**src/design/sp_mem_pkg.sv**
```systemverilog
/*
  scratch memory package
  bus and store sizes, access size codes, the access request,
  the per-lane write bundle and the memory word seen as word or bytes
*/
package sp_mem_pkg;

    // bus widths
    localparam int ADDR_WIDTH = 32;
    localparam int DATA_WIDTH = 32;
    localparam int LANES      = DATA_WIDTH / 8;

    // store depth, per lane
    localparam int MEM_WORDS = 1024;
    localparam int WORD_AW   = $clog2(MEM_WORDS);

    // legal i_be codes, these give the size and not a lane mask
    localparam logic [LANES-1:0] BE_BYTE = 4'b0001;
    localparam logic [LANES-1:0] BE_HALF = 4'b0011;
    localparam logic [LANES-1:0] BE_WORD = 4'b1111;

    // decoded access class
    localparam logic [1:0] SIZE_BYTE = 2'd0;
    localparam logic [1:0] SIZE_HALF = 2'd1;
    localparam logic [1:0] SIZE_WORD = 2'd2;

    // request FSM states
    localparam logic [1:0] ST_ISSUE  = 2'd0;
    localparam logic [1:0] ST_DELAY  = 2'd1;
    localparam logic [1:0] ST_RETIRE = 2'd2;

    // one memory word, lane 0 in the low byte
    typedef union packed {
        logic [DATA_WIDTH-1:0]   word;
        logic [LANES-1:0][7:0]   bytes;
    } mem_word_u;

    // command as latched in the issue cycle
    typedef struct packed {
        logic [WORD_AW-1:0] word_idx;   // word address into every lane
        logic [1:0]         offset;     // byte offset within the word
        logic [1:0]         size;       // SIZE_BYTE / SIZE_HALF / SIZE_WORD
    } lane_req_t;

    // write strobes and steered data for the lane RAMs
    typedef struct packed {
        logic [LANES-1:0] wren;
        mem_word_u        data;
    } lane_wr_t;

endpackage
```
**src/design/read_lane_align.sv**
```systemverilog
/*
  read aligner
  picks the addressed bytes out of the lane outputs and returns
  them zero-extended in the low bits, latched on capture
*/
module read_lane_align (
    input  logic                               clk,
    input  logic                               rst_n,
    input  logic                               i_capture,
    input  sp_mem_pkg::lane_req_t              i_req,
    input  sp_mem_pkg::mem_word_u              i_word,
    output logic [sp_mem_pkg::DATA_WIDTH-1:0]  o_data
);

    logic [sp_mem_pkg::DATA_WIDTH-1:0] aligned;

    always_comb
    begin
        case (i_req.size)
            sp_mem_pkg::SIZE_WORD:
            begin
                aligned = i_word.word;
            end
            sp_mem_pkg::SIZE_HALF:
            begin
                // only offsets 0 and 2 get this far
                if (i_req.offset[1])
                begin
                    aligned = {16'b0, i_word.word[31:16]};
                end
                else
                begin
                    aligned = {16'b0, i_word.word[15:0]};
                end
            end
            default:
            begin
                aligned = {24'b0, i_word.bytes[i_req.offset]};
            end
        endcase
    end

    always_ff @(posedge clk)
    begin
        if (!rst_n)
        begin
            o_data <= '0;
        end
        else if (i_capture)
        begin
            o_data <= aligned;
        end
    end

endmodule

```
**config.mk**
```make
export PLATFORM = sky130hd
export DESIGN_NAME = read_lane_align
export DESIGN_NICKNAME = d
export VERILOG_FILES = /design/src/design/sp_mem_pkg.sv /design/src/design/read_lane_align.sv
export SDC_FILE = /design/constraint.sdc
export NUM_CORES = 1
export LEC_CHECK = 0
export BUFFER_PORTS_ARGS = -buffer_cell sky130_fd_sc_hd__buf_2
export CORE_MARGIN = 4
export CORE_UTILIZATION = 30
export CTS_BUF_LIST = sky130_fd_sc_hd__clkbuf_2
export DETAILED_ROUTE_END_ITERATION = 12
export GPL_TIMING_DRIVEN = 0
export PLACE_DENSITY = 0.52
export SLEW_MARGIN = 20
export SYNTH_ARGS = -nofsm -noshare
export SYNTH_HDL_FRONTEND = slang
export SYNTH_SLANG_ARGS = --single-unit
```
**constraint.sdc**
```tcl
create_clock -name clk -period 3.4 [get_ports clk]
set_clock_uncertainty 0.05 [all_clocks]
set_input_delay 0.51 -clock clk [delete_from_list [all_inputs] [get_ports clk]]
set_output_delay 0.51 -clock clk [all_outputs]
set_load 0.05 [all_outputs]
```
==> results.md <==
- The flow ran to the end, and the final reports show no timing, DRC or antenna violations.
- The length in cells of the worst reg-to-reg path is 3.
- The tree built by TritonCTS fans out to 32 sinks.
- The origin of the critical flop-to-flop path is o_data[20].
- The total of hold buffers inserted after clock tree synthesis is 0.
- Once the floorplan was initialized, standard cells occupied 31.8% of the core.
- From left edge to right edge, the die measures 82.8 um.
- The register with the most flip-flops in the layout has 32 of them.
- For this run, the number of standard cells in the final layout without fillers is 332.
- The die is 82.8 um tall.
- The cell at the slowest stage of the critical path is sky130_fd_sc_hd__dfxtp_1.
- The number of rows created at floorplan is 26.
- The met2 usage in global routing is 23.6%.
- For this run, global-route usage on met1 was measured as 20.0%.
- In the layout the commonest cells are sky130_fd_sc_hd__buf_2 (73), sky130_fd_sc_hd__dfxtp_1 (32), sky130_fd_sc_hd__nor2b_1 (27).
- The design area is 2140 um^2.
- The largest total area in the synthesized netlist belongs to sky130_fd_sc_hd__dfxtp_1.
- In this run the biggest area consumer among cell types represents 38.2% of the synthesized area.
- The global-route congestion overflow total is 0.
- The worst-case IR drop observed on VDD is 0.145 mV.
- The clock insertion delay at the later pin of the skew report is 0.36 ns.
- The critical path starts at o_data[14].
- Setup repair after global routing left no endpoint under its margin.
- The final design utilization is 40.7%.
- The number of nets with antenna violations after detailed routing is 0.
- The total power divided by cell area is 376 nW/um^2.
- The post-route worst setup slack is 1.80 ns.
- The final critical path takes up 47.0% of the cycle.
- The area of the mapped netlist is 1680 um^2.
- The data required time at the worst endpoint is 2.84 ns.
- Global routing consumed, on the met3 layer, 4.12% of the routing resources.
- Along the worst path, the maximum fanout reaches 2.
- The detailed-placement wirelength estimate is 3760 um.
- Once the clock tree was built, the setup fixing pass inserted 0 buffers.
- In the post-synthesis netlist, the biggest area contributors are sky130_fd_sc_hd__dfxtp_1 (38%), sky130_fd_sc_hd__nor2b_1 (10%), sky130_fd_sc_hd__mux2i_1 (6.0%), sky130_fd_sc_hd__mux2_4 (5.4%), sky130_fd_sc_hd__nand2_1 (4.9%).
- The cell count after synthesis is 186.
- The share of the yosys chip area belonging to registers is 38.2%.
- Following the worst setup path forward leads to its endpoint at o_data[14].
- TritonCTS built the clock tree.
- Entering global routing, the biggest net connects 11 pins.
- The first routing iteration left 78 violations.
- In this run the cell area measured after placement is 2100 um^2.
- Wires add up to 4880 um.
- Data arrives at the worst endpoint at 1.04 ns.
- The most flop-heavy register is o_data.
- The total routing usage reported by global routing is 15.3%.
- The commonest non-fill, non-tap cell in the layout is sky130_fd_sc_hd__buf_2.
- The final number of hold-violating endpoints is 0.
- The TritonCTS buffer count is 5.
- In this run the standard cell core region covers 5270 um^2.
- The min-delay analysis places its worst path in the category in -> reg.
- The worst pin sits at a relative slew slack of 65.5%.
- The number of placed instances, taps included is 324.
- The longest individual stage delay on the worst path is 0.40 ns.
- In the routed layout, each cell is associated on average with a via count of 4.69.
- In this run the number of cells on the critical path is 1.
- The layout cell share with drive strength beyond 1 is 35.9%.
- The number of distinct standard cells referenced by the synthesized netlist is 30.
- In this run the clock root is driven by a sky130_fd_sc_hd__clkbuf_2.
- The worst-case clock buffer depth is 2.
- The category of the worst setup path capture point is an output port.
- The number of pins exceeding their max-slew limit in the final report is 0.
- The register bit total from synthesis is 32.
- The via count of the first global-routing pass is 1560.
- For this block, the via count after detailed routing is 1558.
- The final net count is 312.
- The critical path is of the reg -> out type.
- The smallest clock period supported by the final layout is computed as 1.60 ns.
- The leakage dissipation is 1.04 nW.
- Broken down by cell family, the worst path's largest delay share belongs to flip-flops.
- The wire length of the first global-routing pass is 7650 um.
- At the pin with the least slew margin, the transition time is 0.517 ns.
- The number of violations of the max-capacitance limit is 0.
- The H-tree depth is 2.
- The number of fillers in the final layout is 574.
- The initial antenna violation count is 0.
- The worst register-to-register path has a setup slack of 2.61 ns.
- 81 I/O pins were placed.
- The kind of start point of the critical path is a flop.
- Traced cell by cell, the critical path runs through buf_2.
- 0 antenna diodes ended up in the layout.
- Synthesis produced a netlist with a net count of 237.
- The post-synthesis area per instance is 9.01 um^2.
- The die covers 6850 um^2.
- Yosys printed 0 warnings.
- The number of buffers added on ports is 68.
- Dividing the detail-routed wire length by the instance count gives 14.7 um.
- From synthesis to final layout, the design area changed by 27.8%.
- The congestion estimate from routability-driven global placement came to 0.780.
- The worst setup slack after placement is 1.46 ns.
- The worst register-to-register path ends at o_data[20].
- The post-cts resize count is 0.
- The design draws 0.806 mW.
- The maximum clock frequency is 626 MHz.
- Setup violations remaining at the end of the flow were counted as 0.
- The combined buffer and inverter count along the critical path is 1.
- Hold timing on the final database bottoms out at a slack of 0.348 ns.
- In this run the most used layer during global routing was met2.
- In the final layout, the registers with the most flip-flops are o_data (32).
- The clock-pin slew of the registers on the worst-case setup and hold paths is 0.18 ns.
- The detailed-routing iteration count for the pre-antenna-repair pass is 6.
- The post-route setup TNS is 0 ns.
- The remaining routing DRC violations is 0.
-- routing by layer --
metal	vias to the layer above	part of all wire, %
li1	805	-
met1	700	47
met2	46	44
met3	7	6.5
met4	0	1.9
met5	-	0
-- power by group --
| group | switching (mW) | internal (mW) | total (mW) |
|---|---|---|---|
| sequential | 0.00850 | 0.393 | 0.402 |
| combinational | 0.144 | 0.0800 | 0.224 |
| clock | 0.134 | 0.0461 | 0.180 |
| total | 0.287 | 0.519 | 0.806 |
-- cells by family after synthesis --
group	after synthesis	share of synthesized area [%]
multiplexers	16	11.3
flip-flops	32	38.2
AND/OR/NAND/NOR	67	21.0
AO/OA/AOI/OAI	51	21.2
buffers and inverters	18	6.72
adder cells (fa/ha/maj)	2	1.49
-- cell usage after synthesis, drive strengths merged --
cell,instances
dfxtp,32
nor2b,27
nand2,22
a21oi,14
buf,11
mux2i,10
nand3,9
o21ai,9
a31oi,7
mux2,6
o2111ai,6
o211a,6
clkbuf,4
a21boi,3
inv,3
and2b,2
ha,2
nand2b,2
nand3b,2
nor2,2
o211ai,2
o221a,2
a21o,1
a32oi,1
and2,1
-- how the worst min path moves through the flow --
| stage | slack [ns] | startpoint | cells past startpoint | endpoint |
|---|---|---|---|---|
| 2_1_floorplan | 0.61 | i_word[15] | 2 | o_data[15] |
| 3_3_place_gp | 0.41 | o_data[1] | 1 | o_data[1] |
| 3_5_place_dp | 0.42 | o_data[3] | 1 | o_data[3] |
| 4_1_cts | 0.31 | i_word[11] | 3 | o_data[11] |
| 5_1_grt | 0.31 | i_word[21] | 3 | o_data[21] |
| 6_report | 0.35 | i_word[21] | 3 | o_data[21] |
-- worst register-to-register path, cell delays in order, from the launching register on --
cell and delay [ns]:
sky130_fd_sc_hd__dfxtp_1 0.34, sky130_fd_sc_hd__nor2b_1 0.12, sky130_fd_sc_hd__a21oi_1 0.14, sky130_fd_sc_hd__nor2b_1 0.06
-- area by class of cell --
class	instances	area (um^2)	area share, %
Buffer	15	101	4.73
Sequential cell	32	641	29.9
Multi-Input combinational cell	136	923	43.1
Tap cell	70	87.6	4.09
Clock inverter	3	13.8	0.642
Inverter	3	11.3	0.525
Timing Repair Buffer	68	340	15.9
Clock buffer	5	25.0	1.17
Power figures use the tool's default switching activity.
