**src/design/sp_mem_pkg.sv**
```systemverilog
/*
  scratch memory package
  bus and store sizes, access size codes, the access request,
  the per-lane write bundle and the memory word seen as word or bytes
*/
package sp_mem_pkg;

    // bus widths
    localparam int ADDR_WIDTH = 32;
    localparam int DATA_WIDTH = 32;
    localparam int LANES      = DATA_WIDTH / 8;

    // store depth, per lane
    localparam int MEM_WORDS = 1024;
    localparam int WORD_AW   = $clog2(MEM_WORDS);

    // legal i_be codes, these give the size and not a lane mask
    localparam logic [LANES-1:0] BE_BYTE = 4'b0001;
    localparam logic [LANES-1:0] BE_HALF = 4'b0011;
    localparam logic [LANES-1:0] BE_WORD = 4'b1111;

    // decoded access class
    localparam logic [1:0] SIZE_BYTE = 2'd0;
    localparam logic [1:0] SIZE_HALF = 2'd1;
    localparam logic [1:0] SIZE_WORD = 2'd2;

    // request FSM states
    localparam logic [1:0] ST_ISSUE  = 2'd0;
    localparam logic [1:0] ST_DELAY  = 2'd1;
    localparam logic [1:0] ST_RETIRE = 2'd2;

    // one memory word, lane 0 in the low byte
    typedef union packed {
        logic [DATA_WIDTH-1:0]   word;
        logic [LANES-1:0][7:0]   bytes;
    } mem_word_u;

    // command as latched in the issue cycle
    typedef struct packed {
        logic [WORD_AW-1:0] word_idx;   // word address into every lane
        logic [1:0]         offset;     // byte offset within the word
        logic [1:0]         size;       // SIZE_BYTE / SIZE_HALF / SIZE_WORD
    } lane_req_t;

    // write strobes and steered data for the lane RAMs
    typedef struct packed {
        logic [LANES-1:0] wren;
        mem_word_u        data;
    } lane_wr_t;

endpackage
```
**src/design/lane_request_ctrl.sv**
```systemverilog
/*
  request controller for the scratch memory
  takes one strobe bus command per enable pulse, decodes size and
  offset, rejects bad commands at once and steers write bytes
  onto the lanes; reads wait one cycle on the lane RAMs
*/
module lane_request_ctrl (
    input  logic                                 clk,
    input  logic                                 rst_n,
    input  logic                                 i_enable,
    input  logic                                 i_wr_en,
    input  logic [sp_mem_pkg::ADDR_WIDTH-1:0]    i_addr,
    input  logic [sp_mem_pkg::DATA_WIDTH-1:0]    i_data,
    input  logic [sp_mem_pkg::LANES-1:0]         i_be,
    output sp_mem_pkg::lane_req_t                o_req,
    output sp_mem_pkg::lane_wr_t                 o_wr,
    output logic                                 o_capture,
    output logic                                 o_ready,
    output logic                                 o_error
);

    logic [1:0]                    state;
    logic [1:0]                    offset;
    logic [1:0]                    size_d;
    logic                          be_ok;
    logic                          misalign;
    logic                          cmd_err;
    sp_mem_pkg::mem_word_u         wdata;
    logic [sp_mem_pkg::LANES-1:0]  wmask;

    assign offset = i_addr[1:0];

    // size class from i_be
    always_comb
    begin
        be_ok  = 1'b1;
        size_d = sp_mem_pkg::SIZE_BYTE;
        case (i_be)
            sp_mem_pkg::BE_BYTE: size_d = sp_mem_pkg::SIZE_BYTE;
            sp_mem_pkg::BE_HALF: size_d = sp_mem_pkg::SIZE_HALF;
            sp_mem_pkg::BE_WORD: size_d = sp_mem_pkg::SIZE_WORD;
            default:             be_ok  = 1'b0;   // no other pattern is legal
        endcase
    end

    // halfwords need an even offset, words offset 0
    assign misalign = ((size_d == sp_mem_pkg::SIZE_HALF) && offset[0]) ||
                      ((size_d == sp_mem_pkg::SIZE_WORD) && (offset != 2'b00));
    assign cmd_err  = !be_ok || misalign;

    // place the right-aligned bus data into the addressed lanes
    always_comb
    begin
        wdata.word = '0;
        wmask      = '0;
        case (size_d)
            sp_mem_pkg::SIZE_WORD:
            begin
                wdata.word = i_data;
                wmask      = 4'b1111;
            end
            sp_mem_pkg::SIZE_HALF:
            begin
                if (offset[1])
                begin
                    wdata.bytes[2] = i_data[7:0];
                    wdata.bytes[3] = i_data[15:8];
                    wmask          = 4'b1100;
                end
                else
                begin
                    wdata.bytes[0] = i_data[7:0];
                    wdata.bytes[1] = i_data[15:8];
                    wmask          = 4'b0011;
                end
            end
            default:
            begin
                wdata.bytes[offset] = i_data[7:0];
                wmask               = 4'b0001 << offset;
            end
        endcase
    end

    always_ff @(posedge clk)
    begin
        if (!rst_n)
        begin
            state     <= sp_mem_pkg::ST_ISSUE;
            o_req     <= '0;
            o_wr.wren <= '0;
            o_capture <= 1'b0;
            o_ready   <= 1'b0;
            o_error   <= 1'b0;
        end
        else if (i_enable && !o_ready)
        begin
            case (state)
                sp_mem_pkg::ST_ISSUE:
                begin
                    o_req.word_idx <= i_addr[sp_mem_pkg::WORD_AW+1:2];
                    o_req.offset   <= offset;
                    o_req.size     <= size_d;
                    if (cmd_err)
                    begin
                        // memory untouched, answer right away
                        o_error <= 1'b1;
                        o_ready <= 1'b1;
                    end
                    else if (i_wr_en)
                    begin
                        o_wr.wren <= wmask;
                        o_wr.data <= wdata;
                        state     <= sp_mem_pkg::ST_RETIRE;   // lanes write next cycle
                    end
                    else
                    begin
                        state <= sp_mem_pkg::ST_DELAY;
                    end
                end
                sp_mem_pkg::ST_DELAY:
                begin
                    o_capture <= 1'b1;        // lane outputs valid after this edge
                    state     <= sp_mem_pkg::ST_RETIRE;
                end
                sp_mem_pkg::ST_RETIRE:
                begin
                    o_ready   <= 1'b1;
                    o_wr.wren <= '0;
                    o_capture <= 1'b0;
                end
                default: state <= sp_mem_pkg::ST_ISSUE;
            endcase
        end
        else if (!i_enable)
        begin
            // master dropped enable, back to idle
            state     <= sp_mem_pkg::ST_ISSUE;
            o_wr.wren <= '0;
            o_capture <= 1'b0;
            o_ready   <= 1'b0;
            o_error   <= 1'b0;
        end
    end

endmodule

```
**config.mk**
```make
export PLATFORM = sky130hd
export DESIGN_NAME = lane_request_ctrl
export DESIGN_NICKNAME = d
export VERILOG_FILES = /design/src/design/sp_mem_pkg.sv /design/src/design/lane_request_ctrl.sv
export SDC_FILE = /design/constraint.sdc
export NUM_CORES = 1
export LEC_CHECK = 0
export BUFFER_PORTS_ARGS = -buffer_cell sky130_fd_sc_hd__buf_2
export CELL_PAD_IN_SITES_DETAIL_PLACEMENT = 0
export CELL_PAD_IN_SITES_GLOBAL_PLACEMENT = 1
export CORE_AREA = 4 4 141 89
export DETAILED_ROUTE_END_ITERATION = 6
export DIE_AREA = 0 0 145 93
export PLACE_DENSITY_LB_ADDON = 0.08
export SLEW_MARGIN = 40
export SYNTH_ARGS = -nofsm -noshare
export SYNTH_HDL_FRONTEND = slang
export SYNTH_SLANG_ARGS = --single-unit
```
**constraint.sdc**
```tcl
create_clock -name clk -period 3.2 [get_ports clk]
set_input_delay 0.16 -clock clk [delete_from_list [all_inputs] [get_ports clk]]
set_output_delay 0.16 -clock clk [all_outputs]
set_load 0.05 [all_outputs]
```
==> flow_summary.yaml <==
timing:
  slew_headroom_pct: 45.3
  fmax_mhz: 452
  finalWorstPathRequiredPeriod_ns: 2.21
  worst_slack_ns: 0.989
  fin_crit_sh_pct: 69.1
  final-max-slew-violation-count: 0
  hold_violations: 0
  rsz0062_at_grt: "false"
  finalSetupViolCount: 0
  worst_slew_pin_slew_ns: 0.820
  finClkSkew_ns: 0.00723
  fin_tns_setup_ns: 0
placed_design:
  dpl.cell_count: 476
  place_ws_ns: 0.606
  io_buffers: 104
  dp_hpwl_um: 5700
  gp_congestion: 0.667
global_route:
  grt_max_degree: 37
  grt_util_met1_pct: 17.8
  grt_pass1_vias: 2180
  grt_pass1_wl_um: 12500
  gr-max-usage-layer: "met1"
  antenna_found_initial: 0
  grt_use_met2_pct: 16.8
  track_usage_pct: 11.8
  use_met3_pct: 2.86
  overflow: 0
yosys:
  yosysMostFrequentCell: "nand2_1"
  synth_common_cells: "nand2_1, edfxtp_1, dfxtp_1, o21ai_0, a22oi_1"
  ys_seq_area_share_pct: 56.4
  synth_warnings: 0
  synthFlopType: "edfxtp_1"
  synth_area_per_cell_um2: 10.6
  ys_ff_latch: 55
  synth_area_leaders: "edfxtp_1, dfxtp_1, nand2_1"
  syn_nets: 313
  synth_edf_count: 32
  ys_async_sr_fraction_pct: 0
  synth.distinct_cells: 39
  syn-cell-area_um2: 2520
  synth_top_area_share_pct: 38.1
  synth_top_area_cell: "edfxtp_1"
  netlist_instances: 238
critical_path:
  crit_type: "in -> reg"
  required_ns: 3.36
  critPathCaptureType: "register"
  crit_arrival_ns: 2.37
  cp_max_fo: 15
  r2r-start: "state[0]"
  startpoint: "i_be[2]"
  worstSetupStartpointType: "input port"
  timing.reg2reg.setup_slack_ns: 1.49
clock_network:
  clk_pin_slew_ns: 0.07
  cts-root-buf: "clkbuf_16"
  clock_sinks: 55
  cts_made_buffers: 5
  cts.htree.levels: 2
  cts_tree: "done"
  ctsLongestPathBuffers: 2
  postCtsHoldBufs: 0
  insertion_delay_ns: 0.30
  post_cts_buffers: 0
  cts_resized: 0
layout:
  layout-drive-gt1-share_pct: 36.8
  antenna_cells: 0
  fin_nets: 414
  layout.cells.non_filler: 484
  num-fill-cells: 1186
  sequential_cell_area_um2: 1420
  finish.utilization_pct: 30.0
  area_growth_pct: 32.7
  multiInputGateArea_um2: 993
detailed_routing:
  drt_first_iter_violations: 129
  drc: 0
  wl_per_cell_um: 16.4
  drt-vias-per-instance: 4.33
  routed_wl_um: 7920
  first_pass_iters: 4
  vias: 2097
  drt.antenna.violating_nets: 0
power:
  ir_worst_vdd_mv: 0.194
  power_leakage_nw: 1.33
  total_power_mw: 1.64
  p_per_area_nw_per_um2: 490
floorplanning:
  die_w_um: 145
  initial_core_util_pct: 22.6
  die_h_um: 93
  die-area_um2: 13500
  rows: 30
  ioPinCount: 125
  coreArea_um2: 11100
status:
  status: "completed"
worst_hold_path:
  holdCritPathClass: "in -> reg"
  hold_path.startpoint: "i_addr[5]"
job:
  maxCapViolations: 0
==> per-stage QoR <==
stage	area, um2	hold slack, ns
after floorplan	2520	0.295
after global placement	3170	0.400
after detailed placement	3170	0.411
after CTS	3340	0.0905
after global routing	3340	0.0995
final	3340	0.0990
==> worst max-delay path, cell delays in order <==
cell	delay [ns]
buf_2	0.12
nand4bb_1	0.29
ha_1	0.56
buf_4	0.28
nand2_1	0.11
nor2_1	0.62
a22o_1	0.23
==> routing by layer <==
| metal | share of wire [%] | vias up | wire length (um) |
|---|---|---|---|
| met3 | 3.7 | 2 | 293 |
| met2 | 42 | 49 | 3350 |
| li1 | - | 1059 | - |
| met4 | 0.52 | 0 | 41 |
| met5 | 0 | - | 0 |
| met1 | 54 | 987 | 4240 |
==> sequential cells by signal (all words and copies together), names as in the netlist <==
name       count
o_capture      1
o_error        1
o_ready        1
o_req         14
o_wr          36
state          2
==> cells by family after synthesis <==
group,after synthesis,synth area share [%]
flip-flops,55,56.4
AO/OA/AOI/OAI,74,21.5
AND/OR/NAND/NOR,85,15.9
adder cells (fa/ha/maj),3,1.49
buffers and inverters,21,4.62
==> final cells by class <==
class	instances	share of cell area, %
timing repair buffer	108	16.5
inverter	7	0.786
clock buffer	5	3.74
multi-input combinational	162	29.7
clock inverter	3	1.42
sequential	55	42.5
tap	144	5.39
==> cells in the final DEF, fill, tap and decap left out, drive strengths merged, types with 2 or more instances in the layout <==
master | synthesis | routed
buf | 10 | 108
clkbuf | 4 | 5
o21ai | 20 | 20
nor2 | 10 | 10
nand2b | 2 | 2
a22oi | 16 | 16
ha | 3 | 3
edfxtp | 32 | 32
a21oi | 5 | 5
dfxtp | 23 | 23
nor3 | 4 | 4
and3 | 2 | 2
nor2b | 3 | 3
and2 | 12 | 12
inv | 7 | 8
nand2 | 47 | 47
a32o | 3 | 3
a21boi | 13 | 13
a22o | 10 | 10
==> power breakdown <==
group / switching, mW / leakage (nW) / internal, mW
logic: 0.148 / 0.793 / 0.0694
clock network: 0.275 / 0.0844 / 0.374
registers: 0.00832 / 0.448 / 0.763
==> worst paths after layout <==
| check | depth (start not counted) | end |
|---|---|---|
| setup / recovery | 7 | o_wr[14] |
| hold / removal | 3 | o_req[7] |
| setup reg to reg | 4 | o_wr[17] |
| hold reg to reg | 2 | o_req[11] |
Note: power is estimated with default switching activity, not from simulation.
